**src/hw/regRead_settings.svh**
```systemverilog
`ifndef REGREAD_SETTINGS_SVH
`define REGREAD_SETTINGS_SVH

// integer register width
`define XLEN 32

// floating-point register width, wide enough for double precision
`define FLEN 64

// both register files hold the same number of entries
`define NUM_REGS 32

// register specifier width in the instruction encoding
`define REG_ADDR_W 5

`endif

```
**src/hw/pipeTypesPkg.sv**
```systemverilog
`default_nettype none

`include "regRead_settings.svh"

package pipeTypesPkg;

    // plain vectors with a meaning of their own
    typedef logic [`REG_ADDR_W-1:0] regAddrT;
    typedef logic [`XLEN-1:0]       intWordT;
    typedef logic [`FLEN-1:0]       fpWordT;
    typedef logic [31:0]            insnT;
    typedef logic [31:0]            pcT;
    typedef logic [11:0]            csrAddrT;

    // illegal instruction cause code
    localparam logic [3:0] CAUSE_ILLEGAL_INSN = 4'd2;

    // coarse opcode class, the execute stage refines it from insn
    typedef enum logic [3:0] {
        OP_INT_REG,
        OP_INT_IMM,
        OP_LOAD,
        OP_STORE,
        OP_BRANCH,
        OP_FP,
        OP_FP_FMA,
        OP_FP_LOAD,
        OP_FP_STORE,
        OP_NONE
    } opClassT;

    typedef struct packed {
        opClassT opClass;
        regAddrT rd;
        regAddrT rs1;
        regAddrT rs2;
        regAddrT rs3;
    } opT;

    typedef struct packed {
        logic       valid;
        logic [3:0] cause;
        logic [31:0] value;
    } trapInfoT;

    typedef struct packed {
        logic     valid;
        opT       op;
        pcT       pc;
        insnT     insn;
        csrAddrT  csrAddr;
        trapInfoT trapInfo;
    } decodeOutT;

    // bundle handed to execute, operands already read
    typedef struct packed {
        logic     valid;
        opT       op;
        pcT       pc;
        insnT     insn;
        csrAddrT  csrAddr;
        intWordT  srcIntRegValue1;
        intWordT  srcIntRegValue2;
        fpWordT   srcFpRegValue1;
        fpWordT   srcFpRegValue2;
        fpWordT   srcFpRegValue3;
        trapInfoT trapInfo;
    } regReadOutT;

    typedef struct packed {
        logic    enable;
        regAddrT addr;
        intWordT value;
    } intWriteT;

    typedef struct packed {
        logic    enable;
        regAddrT addr;
        fpWordT  value;
    } fpWriteT;

endpackage

`default_nettype wire

```
**src/hw/decodeStage.sv**
```systemverilog
`timescale 1ns/10ps
`default_nettype none

module decodeStage import pipeTypesPkg::*; (
    input  wire logic      clk,
    input  wire logic      rstN,
    input  wire logic      stall,
    input  wire logic      flush,
    input  wire logic      insnValid,
    input  wire insnT      insn,
    input  wire pcT        pc,
    output decodeOutT      decoded
);

    // major opcodes, insn[6:0]
    localparam logic [6:0] OPC_LOAD     = 7'b0000011;
    localparam logic [6:0] OPC_LOAD_FP  = 7'b0000111;
    localparam logic [6:0] OPC_OP_IMM   = 7'b0010011;
    localparam logic [6:0] OPC_STORE    = 7'b0100011;
    localparam logic [6:0] OPC_STORE_FP = 7'b0100111;
    localparam logic [6:0] OPC_OP       = 7'b0110011;
    localparam logic [6:0] OPC_MADD     = 7'b1000011;
    localparam logic [6:0] OPC_MSUB     = 7'b1000111;
    localparam logic [6:0] OPC_NMSUB    = 7'b1001011;
    localparam logic [6:0] OPC_NMADD    = 7'b1001111;
    localparam logic [6:0] OPC_OP_FP    = 7'b1010011;
    localparam logic [6:0] OPC_BRANCH   = 7'b1100011;

    logic [6:0] opcode;
    opClassT    opClass;
    decodeOutT  nextDecoded;

    assign opcode = insn[6:0];

    always_comb begin
        case (opcode)
            OPC_OP:       opClass = OP_INT_REG;
            OPC_OP_IMM:   opClass = OP_INT_IMM;
            OPC_LOAD:     opClass = OP_LOAD;
            OPC_STORE:    opClass = OP_STORE;
            OPC_BRANCH:   opClass = OP_BRANCH;
            OPC_OP_FP:    opClass = OP_FP;
            OPC_MADD, OPC_MSUB, OPC_NMSUB, OPC_NMADD: begin
                opClass = OP_FP_FMA;
            end
            OPC_LOAD_FP:  opClass = OP_FP_LOAD;
            OPC_STORE_FP: opClass = OP_FP_STORE;
            // anything else is treated as illegal
            default:      opClass = OP_NONE;
        endcase
    end

    // an empty slot carries all zeros so downstream sees a clean bubble
    always_comb begin
        nextDecoded = '0;
        if (insnValid) begin
            nextDecoded.valid      = 1'b1;
            nextDecoded.op.opClass = opClass;
            nextDecoded.op.rd      = insn[11:7];
            nextDecoded.op.rs1     = insn[19:15];
            nextDecoded.op.rs2     = insn[24:20];
            nextDecoded.op.rs3     = insn[31:27];
            nextDecoded.pc         = pc;
            nextDecoded.insn       = insn;
            // only carried along, no CSR access here
            nextDecoded.csrAddr    = insn[31:20];
            if (opClass == OP_NONE) begin
                nextDecoded.trapInfo.valid = 1'b1;
                nextDecoded.trapInfo.cause = CAUSE_ILLEGAL_INSN;
                nextDecoded.trapInfo.value = insn;
            end
        end
    end

    // flush wins over stall, stall holds the slot
    always_ff @(posedge clk) begin
        if (!rstN || flush) begin
            decoded <= '0;
        end else if (!stall) begin
            decoded <= nextDecoded;
        end
    end

endmodule

`default_nettype wire

```
**config.mk**
```make
export PLATFORM = sky130hd
export DESIGN_NAME = decodeStage
export DESIGN_NICKNAME = d
export VERILOG_FILES = /design/src/hw/pipeTypesPkg.sv /design/src/hw/decodeStage.sv
export VERILOG_INCLUDE_DIRS = /design/src /design/src/hw
export SDC_FILE = /design/constraint.sdc
export NUM_CORES = 1
export LEC_CHECK = 0
export BUFFER_PORTS_ARGS = -buffer_cell sky130_fd_sc_hd__buf_2
export CAP_MARGIN = 25
export CORE_MARGIN = 2
export CORE_UTILIZATION = 33
export CTS_CLUSTER_SIZE = 10
export DETAILED_ROUTE_END_ITERATION = 10
export PLACE_DENSITY = 0.62
export REMOVE_ABC_BUFFERS = 1
export SYNTH_ARGS = -nofsm -noshare
export SYNTH_HDL_FRONTEND = slang
export SYNTH_SLANG_ARGS = --single-unit
```
**constraint.sdc**
```tcl
create_clock -name clk -period 2.2 [get_ports clk]
set_clock_uncertainty 0.1 [all_clocks]
set_input_delay 0.44 -clock clk [delete_from_list [all_inputs] [get_ports clk]]
set_output_delay 0.44 -clock clk [all_outputs]
set_load 0.005 [all_outputs]
```
==> impl_metrics.json <==
{
  "timing.setup.critical_path_class": "in -> reg",
  "top_regs": "decoded: 102 flops",
  "drive_gt1_frac": 0.415,
  "vdd_drop_max_uv": 313,
  "cp.arrival_ns": 1.67,
  "drt_iter0_drc": 157,
  "n_antenna_cell": 0,
  "grt_pass1_wl_mm": 18.4,
  "grt_antenna_before_repair": 0,
  "vias": 3866,
  "worstMarginPinSlew_ns": 0.576,
  "final_common_cell": "buf_2",
  "drv_cap": 0,
  "synth-seq-cells": 102,
  "rsz0062_at_grt": "false",
  "hold_slack_ns": 0.224,
  "worstSkewPairLatency_ns": 0.34,
  "overflow": 0,
  "placedCellCount": 783,
  "cts.reportedPaths.clkPinSlew_ns": 0.07,
  "grt.total_usage": 0.163,
  "drtAntennaViolNets": 0,
  "outcome": "finished clean",
  "power.density_mw_per_mm2": 725,
  "critical_path_peak_fanout": 19,
  "hold_path.class": "in -> reg",
  "yosysUniqueCellTypes": 36,
  "startpoint_type": "input port",
  "setup_ws_ns": 0.633,
  "p_leak_nw": 2.46,
  "fmaxAchievable_mhz": 638,
  "final_max_slew_viol_count": 0,
  "drcViolationCount": 0,
  "grt_max_degree": 71,
  "min_period_ns": 1.57,
  "numCtsBuffers": 9,
  "crit_required_ns": 2.30,
  "regMostFlops": "decoded",
  "endpoint_kind": "register",
  "syn_area_mm2": 0.00425,
  "chipHeight_um": 118,
  "area_delta_synth_final_pct": 28.1,
  "num_io_pins": 207,
  "cts_root_buffer": "clkbuf_16",
  "clock_path_buffers": 2,
  "dieArea_mm2": 0.0138,
  "largest_register_ffs": 102,
  "hold_viol_final": 0,
  "finalSetupViolations": 0,
  "wl_per_cell_um": 14.2,
  "gp_congestion": 0.732,
  "rows": 41,
  "syn_inst": 472,
  "relSlewSlack": 0.616,
  "final_cell_mix": "202 x buf_2, 102 x dfxtp_1, 88 x nand2_1",
  "ys_warn_count": 0,
  "core-area_mm2": 0.0126,
  "htree_levels": 3,
  "grt_pass1_vias": 3670,
  "dr.pass1.iters": 4,
  "finalNetCount": 691,
  "hold_buffers": 0,
  "cts_setup_buffers": 0,
  "initial_core_util": 0.337,
  "min_period_over_period": 0.712,
  "yosysSeqAreaShare": 0.480,
  "die_w_um": 118,
  "setup_tns_ns": 0,
  "final_cell_count_no_fill": 799,
  "clock-sinks": 102,
  "dp_hpwl_mm": 7.75,
  "syn-mean-instance-area_um2": 9.01,
  "cts_resized": 0,
  "cts_tree": "yes",
  "preCtsSetupSlack_ns": 0.259,
  "vias_per_cell": 4.84,
  "portBuffers": 203,
  "drt_wl_total_mm": 11.3
}
==> cells in the mapped netlist <==
library cell | n | area [µm²]
buf_4 | 40 | 300
dfxtp_1 | 102 | 2040
o311ai_0 | 1 | 8.76
o21ai_1 | 2 | 10.0
a32oi_1 | 3 | 26.3
a221oi_1 | 1 | 8.76
nand2_4 | 1 | 11.3
nand2b_1 | 3 | 18.8
nand2_1 | 88 | 330
a21oi_1 | 57 | 285
buf_6 | 3 | 33.8
conb_1 | 1 | 3.75
a2bb2oi_1 | 2 | 17.5
a211oi_1 | 1 | 7.51
maj3_2 | 1 | 11.3
nor2b_1 | 1 | 6.26
buf_2 | 13 | 65.1
o21a_1 | 1 | 7.51
and2_1 | 1 | 6.26
xor2_1 | 1 | 8.76
o21ai_0 | 7 | 35.0
inv_1 | 2 | 7.51
a21o_2 | 1 | 8.76
clkbuf_1 | 13 | 48.8
a22oi_1 | 40 | 300
o211ai_1 | 2 | 15.0
a32o_1 | 1 | 10.0
nand3b_1 | 1 | 7.51
buf_1 | 8 | 30.0
nand4_1 | 1 | 6.26
or2_1 | 1 | 6.26
o21bai_4 | 1 | 18.8
and4bb_1 | 1 | 12.5
nor4b_1 | 1 | 8.76
a221oi_2 | 24 | 360
nor2_1 | 45 | 169
==> worst max-delay path: stages <==
cell and delay [ns]:
buf_2 0.16, or2_1 0.27, a21o_2 0.23, nand2_4 0.28
buf_12 0.21, a221oi_2 0.07
==> worst paths after layout <==
kind                                   from          end  slack [ns]  cells past startpoint
worst max-delay path                insn[2]  decoded[20]        0.63                      6
worst min register to register   decoded[3]   decoded[3]        0.34                      2
worst max register to register  decoded[21]  decoded[21]        1.27                      2
worst min-delay path                 pc[10]  decoded[91]        0.22                      3
==> metal layers <==
layer | wire length, µm | global-route usage | part of all wire | vias to the layer above
li1 | - | - | - | 1912
met1 | 4830 | 0.189 | 0.43 | 1797
met2 | 5470 | 0.275 | 0.48 | 147
met3 | 844 | 0.0518 | 0.075 | 10
met4 | 174 | 0.0708 | 0.015 | 0
met5 | 0 | 0 | 0 | -
==> power breakdown <==
part / switching [mW] / internal [mW]
logic: 0.243 / 0.161
clock network: 0.694 / 0.944
registers: 0.0244 / 1.88
total: 0.962 / 2.99
==> final cells by class <==
class                           count  area (µm²)
Clock buffer                       11         253
Tap cell                          172         215
Fill cell                        1263        7170
Clock inverter                      5        56.3
Timing Repair Buffer              214        1130
Multi-Input combinational cell    293        1750
Sequential cell                   102        2040
Inverter                            2        7.51
==> stage by stage <==
| step | instance area (µm²) | util | total power, mW |
|---|---|---|---|
| after CTS | 5450 | 0.432 | 4.02 |
| final | 5450 | 0.432 | 3.95 |
| after global placement | 5140 | 0.407 | 2.34 |
| after floorplan | 3780 | - | 2.13 |
| after global routing | 5450 | 0.432 | 4.13 |
| after detailed placement | 5140 | 0.407 | 2.36 |
==> cells by family (layout without fill, tap and decap cells) <==
family | Yosys count | after routing | share of synthesized area
compound gates | 144 | 144 | 0.263
xor+xnor | 1 | 1 | 0.00206
fa+ha+maj | 1 | 1 | 0.00265
buf+inv | 79 | 232 | 0.114
flops | 102 | 102 | 0.480
other cells | 1 | 3 | 0.000882
simple gates | 144 | 144 | 0.137
Note: power is estimated with default switching activity, not from simulation.
