$ cat src/hw/regRead_settings.svh
`ifndef REGREAD_SETTINGS_SVH
`define REGREAD_SETTINGS_SVH

// integer register width
`define XLEN 32

// floating-point register width, wide enough for double precision
`define FLEN 64

// both register files hold the same number of entries
`define NUM_REGS 32

// register specifier width in the instruction encoding
`define REG_ADDR_W 5

`endif

$ cat src/hw/pipeTypesPkg.sv
`default_nettype none

`include "regRead_settings.svh"

package pipeTypesPkg;

    // plain vectors with a meaning of their own
    typedef logic [`REG_ADDR_W-1:0] regAddrT;
    typedef logic [`XLEN-1:0]       intWordT;
    typedef logic [`FLEN-1:0]       fpWordT;
    typedef logic [31:0]            insnT;
    typedef logic [31:0]            pcT;
    typedef logic [11:0]            csrAddrT;

    // illegal instruction cause code
    localparam logic [3:0] CAUSE_ILLEGAL_INSN = 4'd2;

    // coarse opcode class, the execute stage refines it from insn
    typedef enum logic [3:0] {
        OP_INT_REG,
        OP_INT_IMM,
        OP_LOAD,
        OP_STORE,
        OP_BRANCH,
        OP_FP,
        OP_FP_FMA,
        OP_FP_LOAD,
        OP_FP_STORE,
        OP_NONE
    } opClassT;

    typedef struct packed {
        opClassT opClass;
        regAddrT rd;
        regAddrT rs1;
        regAddrT rs2;
        regAddrT rs3;
    } opT;

    typedef struct packed {
        logic       valid;
        logic [3:0] cause;
        logic [31:0] value;
    } trapInfoT;

    typedef struct packed {
        logic     valid;
        opT       op;
        pcT       pc;
        insnT     insn;
        csrAddrT  csrAddr;
        trapInfoT trapInfo;
    } decodeOutT;

    // bundle handed to execute, operands already read
    typedef struct packed {
        logic     valid;
        opT       op;
        pcT       pc;
        insnT     insn;
        csrAddrT  csrAddr;
        intWordT  srcIntRegValue1;
        intWordT  srcIntRegValue2;
        fpWordT   srcFpRegValue1;
        fpWordT   srcFpRegValue2;
        fpWordT   srcFpRegValue3;
        trapInfoT trapInfo;
    } regReadOutT;

    typedef struct packed {
        logic    enable;
        regAddrT addr;
        intWordT value;
    } intWriteT;

    typedef struct packed {
        logic    enable;
        regAddrT addr;
        fpWordT  value;
    } fpWriteT;

endpackage

`default_nettype wire

$ cat src/hw/regReadStage.sv
`timescale 1ns/10ps
`default_nettype none

module regReadStage import pipeTypesPkg::*; (
    input  wire logic      clk,
    input  wire logic      rstN,
    input  wire logic      stall,
    input  wire logic      flush,
    input  wire decodeOutT decoded,
    input  wire intWordT   intReadValue1,
    input  wire intWordT   intReadValue2,
    input  wire fpWordT    fpReadValue1,
    input  wire fpWordT    fpReadValue2,
    input  wire fpWordT    fpReadValue3,
    output regAddrT        intReadAddr1,
    output regAddrT        intReadAddr2,
    output regAddrT        fpReadAddr1,
    output regAddrT        fpReadAddr2,
    output regAddrT        fpReadAddr3,
    output regReadOutT     issued
);

    regReadOutT nextIssued;

    // both files are addressed for every instruction, execute picks the operands
    assign intReadAddr1 = decoded.op.rs1;
    assign intReadAddr2 = decoded.op.rs2;
    assign fpReadAddr1  = decoded.op.rs1;
    assign fpReadAddr2  = decoded.op.rs2;
    // rs3 only exists in the FMA encodings
    assign fpReadAddr3  = decoded.op.rs3;

    always_comb begin
        nextIssued.valid           = decoded.valid;
        nextIssued.op              = decoded.op;
        nextIssued.pc              = decoded.pc;
        nextIssued.insn            = decoded.insn;
        nextIssued.csrAddr         = decoded.csrAddr;
        nextIssued.srcIntRegValue1 = intReadValue1;
        nextIssued.srcIntRegValue2 = intReadValue2;
        nextIssued.srcFpRegValue1  = fpReadValue1;
        nextIssued.srcFpRegValue2  = fpReadValue2;
        nextIssued.srcFpRegValue3  = fpReadValue3;
        nextIssued.trapInfo        = decoded.trapInfo;
    end

    // operands are captured at the same edge as the control fields
    always_ff @(posedge clk) begin
        if (!rstN || flush) begin
            issued <= '0;
        end else if (!stall) begin
            issued <= nextIssued;
        end
    end

endmodule

`default_nettype wire

$ cat config.mk
export PLATFORM = sky130hd
export DESIGN_NAME = regReadStage
export DESIGN_NICKNAME = d
export VERILOG_FILES = /design/src/hw/pipeTypesPkg.sv /design/src/hw/regReadStage.sv
export VERILOG_INCLUDE_DIRS = /design/src /design/src/hw
export SDC_FILE = /design/constraint.sdc
export NUM_CORES = 1
export LEC_CHECK = 0
export BUFFER_PORTS_ARGS = -buffer_cell sky130_fd_sc_hd__buf_4
export CAP_MARGIN = 20
export CORE_AREA = 3 3 313 315
export DETAILED_ROUTE_END_ITERATION = 16
export DIE_AREA = 0 0 316 318
export PLACE_DENSITY_LB_ADDON = 0.1
export SLEW_MARGIN = 0
export SYNTH_ARGS = -nofsm -noshare
export SYNTH_HDL_FRONTEND = slang
export SYNTH_SLANG_ARGS = --single-unit
$ cat constraint.sdc
create_clock -name clk -period 0.8 [get_ports clk]
set_input_delay 0.08 -clock clk [delete_from_list [all_inputs] [get_ports clk]]
set_output_delay 0.08 -clock clk [all_outputs]
set_load 0.05 [all_outputs]
==> flow_metrics.env <==
export IMPL_yosys_area_share_simple_pct=10.23
export IMPL_die_w_um=316
export IMPL_path_max_fanout=2
export IMPL_cp_arrival_ns=1.12
export IMPL_antenna_found_initial=0
export IMPL_synth_top_area_share_pct=54.32
export IMPL_top_regs="issued: 394 flops"
export IMPL_synth_area_leaders="dfxtp_1, mux2i_1, nor2_1"
export IMPL_synth_adder_area_share_pct=0
export IMPL_cp_depth=1
export IMPL_hold_class="in -> reg"
export IMPL_setup_viol=405
export IMPL_remaining_drc_errors=0
export IMPL_cp_slowest_cell="dfxtp_4"
export IMPL_syn_avg_cell_area_um2=11.20
export IMPL_cp_start_kind="flip-flop"
export IMPL_r2r_end="issued[213]$_SDFFE_PP0N_"
export IMPL_routed_wl_mm=64.02
export IMPL_synth_top_family_by_area="multiplexers"
export IMPL_synth_area_um2=14520
export IMPL_finalWorstSetupSlack_ns=-0.4025
export IMPL_wl_per_cell_um=16.71
export IMPL_ys_async_sr_fraction_pct=0
export IMPL_criticalPathCategory="reg -> out"
export IMPL_finalHoldViolCount=2
export IMPL_fin_skew_ns=0
export IMPL_clk_pin_slew_ns=0.06
export IMPL_relSlewSlack_pct=59.07
export IMPL_ys_top_cells_by_count="dfxtp_1, mux2i_1, nor2_1, buf_2, buf_12"
export IMPL_ys_flop_type="dfxtp_1"
export IMPL_rr_startpoint="issued[213]$_SDFFE_PP0N_"
export IMPL_htreeDepth=2
export IMPL_seqCellArea_um2=8403
export IMPL_use_met3_pct=3.673
export IMPL_endpoint_kind="output port"
export IMPL_setup_worst_path_start="issued[212]$_SDFFE_PP0N_"
export IMPL_clock_latency_ns=0.59
export IMPL_slew_viol_final=0
export IMPL_dpl_hpwl_mm=47.94
export IMPL_die_area_um2=100500
export IMPL_syn_to_final_growth_pct=114.2
export IMPL_violations="hold timing, setup timing"
export IMPL_synth_xor_area_share_pct=0
export IMPL_ios=817
export IMPL_cts_tree="done"
export IMPL_synth_seq_cells=394
export IMPL_drive_above_1_share_pct=53.31
export IMPL_start_util_pct=15.26
export IMPL_std_cell_rows=113
export IMPL_grt_pass1_wl_mm=94.32
export IMPL_worst_path_buf_inv=1
export IMPL_rsz0062_at_grt="yes"
export IMPL_outcome="finished, violations left"
export IMPL_cp_slowest_stage_delay_ns=0.37
export IMPL_multi_input_area_um2=5436
export IMPL_largest_reg_flops=394
export IMPL_critPathTopFamily="flip-flops"
export IMPL_cts_buffers=51
export IMPL_final_cell_count_no_fill=3831
export IMPL_synthCells=1296
export IMPL_timing_fmax_mhz=831.6
export IMPL_tightest_slew_ns=0.6120
export IMPL_clockRootBuffer="clkbuf_16"
export IMPL_grtUsageTotal_pct=12.29
export IMPL_drtAntennaViolNets=0
export IMPL_p_leak_uw=0.01410
export IMPL_vias=13670
export IMPL_synthMuxAreaShare_pct=27.16
export IMPL_numPortBuffers=816
export IMPL_grt_pass1_vias=15050
export IMPL_reg2regPathDepth=3
export IMPL_via_per_inst=3.567
export IMPL_diodes=0
export IMPL_core_um2=95150
export IMPL_p_per_area_nw_per_um2=1781
export IMPL_maxCapViolCount=0
export IMPL_fin_util_pct=32.69
export IMPL_grt_busiest_layer="met2"
export IMPL_top_register="issued"
export IMPL_use_met2_pct=23.99
export IMPL_r2r_slack_ns=0.02
export IMPL_synth_edf_count=0
export IMPL_crit_chain="buf_8"
export IMPL_synth_compound_area_share_pct=0
export IMPL_nets=2923
export IMPL_overflow=0
export IMPL_grt_max_degree=41
export IMPL_synthDistinctLibCells=10
export IMPL_gp_congestion=0.7527
export IMPL_period_share_pct=150.3
export IMPL_ys_warn_count=0
export IMPL_yosysTopAreaCell="dfxtp_1"
export IMPL_critPathRequiredTime_ns=0.72
export IMPL_met1_usage_pct=11.87
export IMPL_syn_num_nets=1694
export IMPL_crit_end="issued[212]"
export IMPL_fillers=9805
export IMPL_dp_cells=3319
export IMPL_drt_pre_antenna_iters=4
export IMPL_ir_worst_vdd_mv=1.362
export IMPL_die_y_um=318
export IMPL_drtIter0Drc=420
export IMPL_ys_seq_area_share_pct=54.32
export IMPL_cts_sinks=394
export IMPL_hold_ws_ns=-0.005346
export IMPL_cts_path_max_buffers=3
export IMPL_min_period_ns=1.202
## cell type report
| type | count | share of cell area [%] |
|---|---|---|
| sequential | 394 | 27.01 |
| timing repair buffer | 1289 | 44.86 |
| clock inverter | 14 | 0.5309 |
| clock buffer | 80 | 5.036 |
| multi-input combinational | 789 | 17.48 |
| tap | 1265 | 5.088 |
## worst min path at each step
stage,to,slack [ns],cells past startpoint,startpoint
4_1_cts,issued[151]$_SDFFE_PP0N_,0.02,5,rstN
3_5_place_dp,issued[136]$_SDFFE_PP0N_,0.32,3,fpReadValue2[35]
5_1_grt,issued[72]$_SDFFE_PP0N_,0.002,4,stall
2_1_floorplan,issued[0]$_SDFFE_PP0N_,0.22,2,decoded[0]
3_3_place_gp,issued[135]$_SDFFE_PP0N_,0.31,3,fpReadValue2[34]
6_report,issued[72]$_SDFFE_PP0N_,-0.005,4,stall
## power breakdown
| group | internal [µW] | total (µW) | switching (µW) |
|---|---|---|---|
| clock | 14400 | 23600 | 9290 |
| combinational | 5600 | 10800 | 5180 |
| sequential | 20400 | 21000 | 585 |
| total | 40400 | 55400 | 15100 |
## through the flow
| stage | setup slack (ns) | power (µW) | instance area (µm²) | TNS [ns] | hold slack (ns) |
|---|---|---|---|---|---|
| after global placement | -0.2716 | 29400 | 22260 | -79.52 | 0.3079 |
| after detailed placement | -0.2808 | 29420 | 22260 | -84.41 | 0.3167 |
| after floorplan | -0.02937 | 26210 | 15030 | -9.459 | 0.2238 |
| after global routing | -0.4837 | 58090 | 31110 | -179.05 | 0.002312 |
| after CTS | -0.4964 | 56840 | 30860 | -183.36 | 0.02412 |
| final | -0.4025 | 55410 | 31110 | -148.43 | -0.005346 |
## layer usage
metal | vias to the layer above | share of wire [%]
met3 | 99 | 7.5
met1 | 6376 | 34
met4 | 0 | 3.3
met5 | - | 0
met2 | 459 | 55
li1 | 6732 | -
## cell families (layout without fill, tap and decap cells)
kind of cell	after synthesis	count (layout)
mux	394	394
flops	394	394
buf+inv	113	1383
simple gates	395	395
## what timing repair did
item                       in CTS  in global routing
cloned                          0                  0
hold buffers                  397                  3
resized for setup             760                 36
setup buffers                   7                 13
hold endpoints to repair      394                  9
setup endpoints to repair     394                409
pin swaps                       0                  2
## worst min-delay path, stage by stage
cell and delay (ns):
buf_8 0.08, buf_12 0.19, mux2i_1 0.10, nor2_1 0.07
## cell usage in the layout, fill, tap and decap left out
| master | count |
|---|---|
| buf_4 | 469 |
| dlygate4sd3_1 | 398 |
| mux2i_1 | 394 |
| nor2_1 | 394 |
| dfxtp_2 | 385 |
| buf_8 | 382 |
| clkbuf_16 | 52 |
| buf_12 | 30 |
| clkbuf_8 | 16 |
| clkbuf_1 | 12 |
| buf_6 | 10 |
| dfxtp_4 | 9 |
| clkinv_2 | 7 |
| bufinv_16 | 3 |
| clkinvlp_4 | 2 |
| nand2b_4 | 1 |
| clkinv_8 | 1 |
| inv_6 | 1 |
Note: power is estimated with default switching activity, not from simulation.
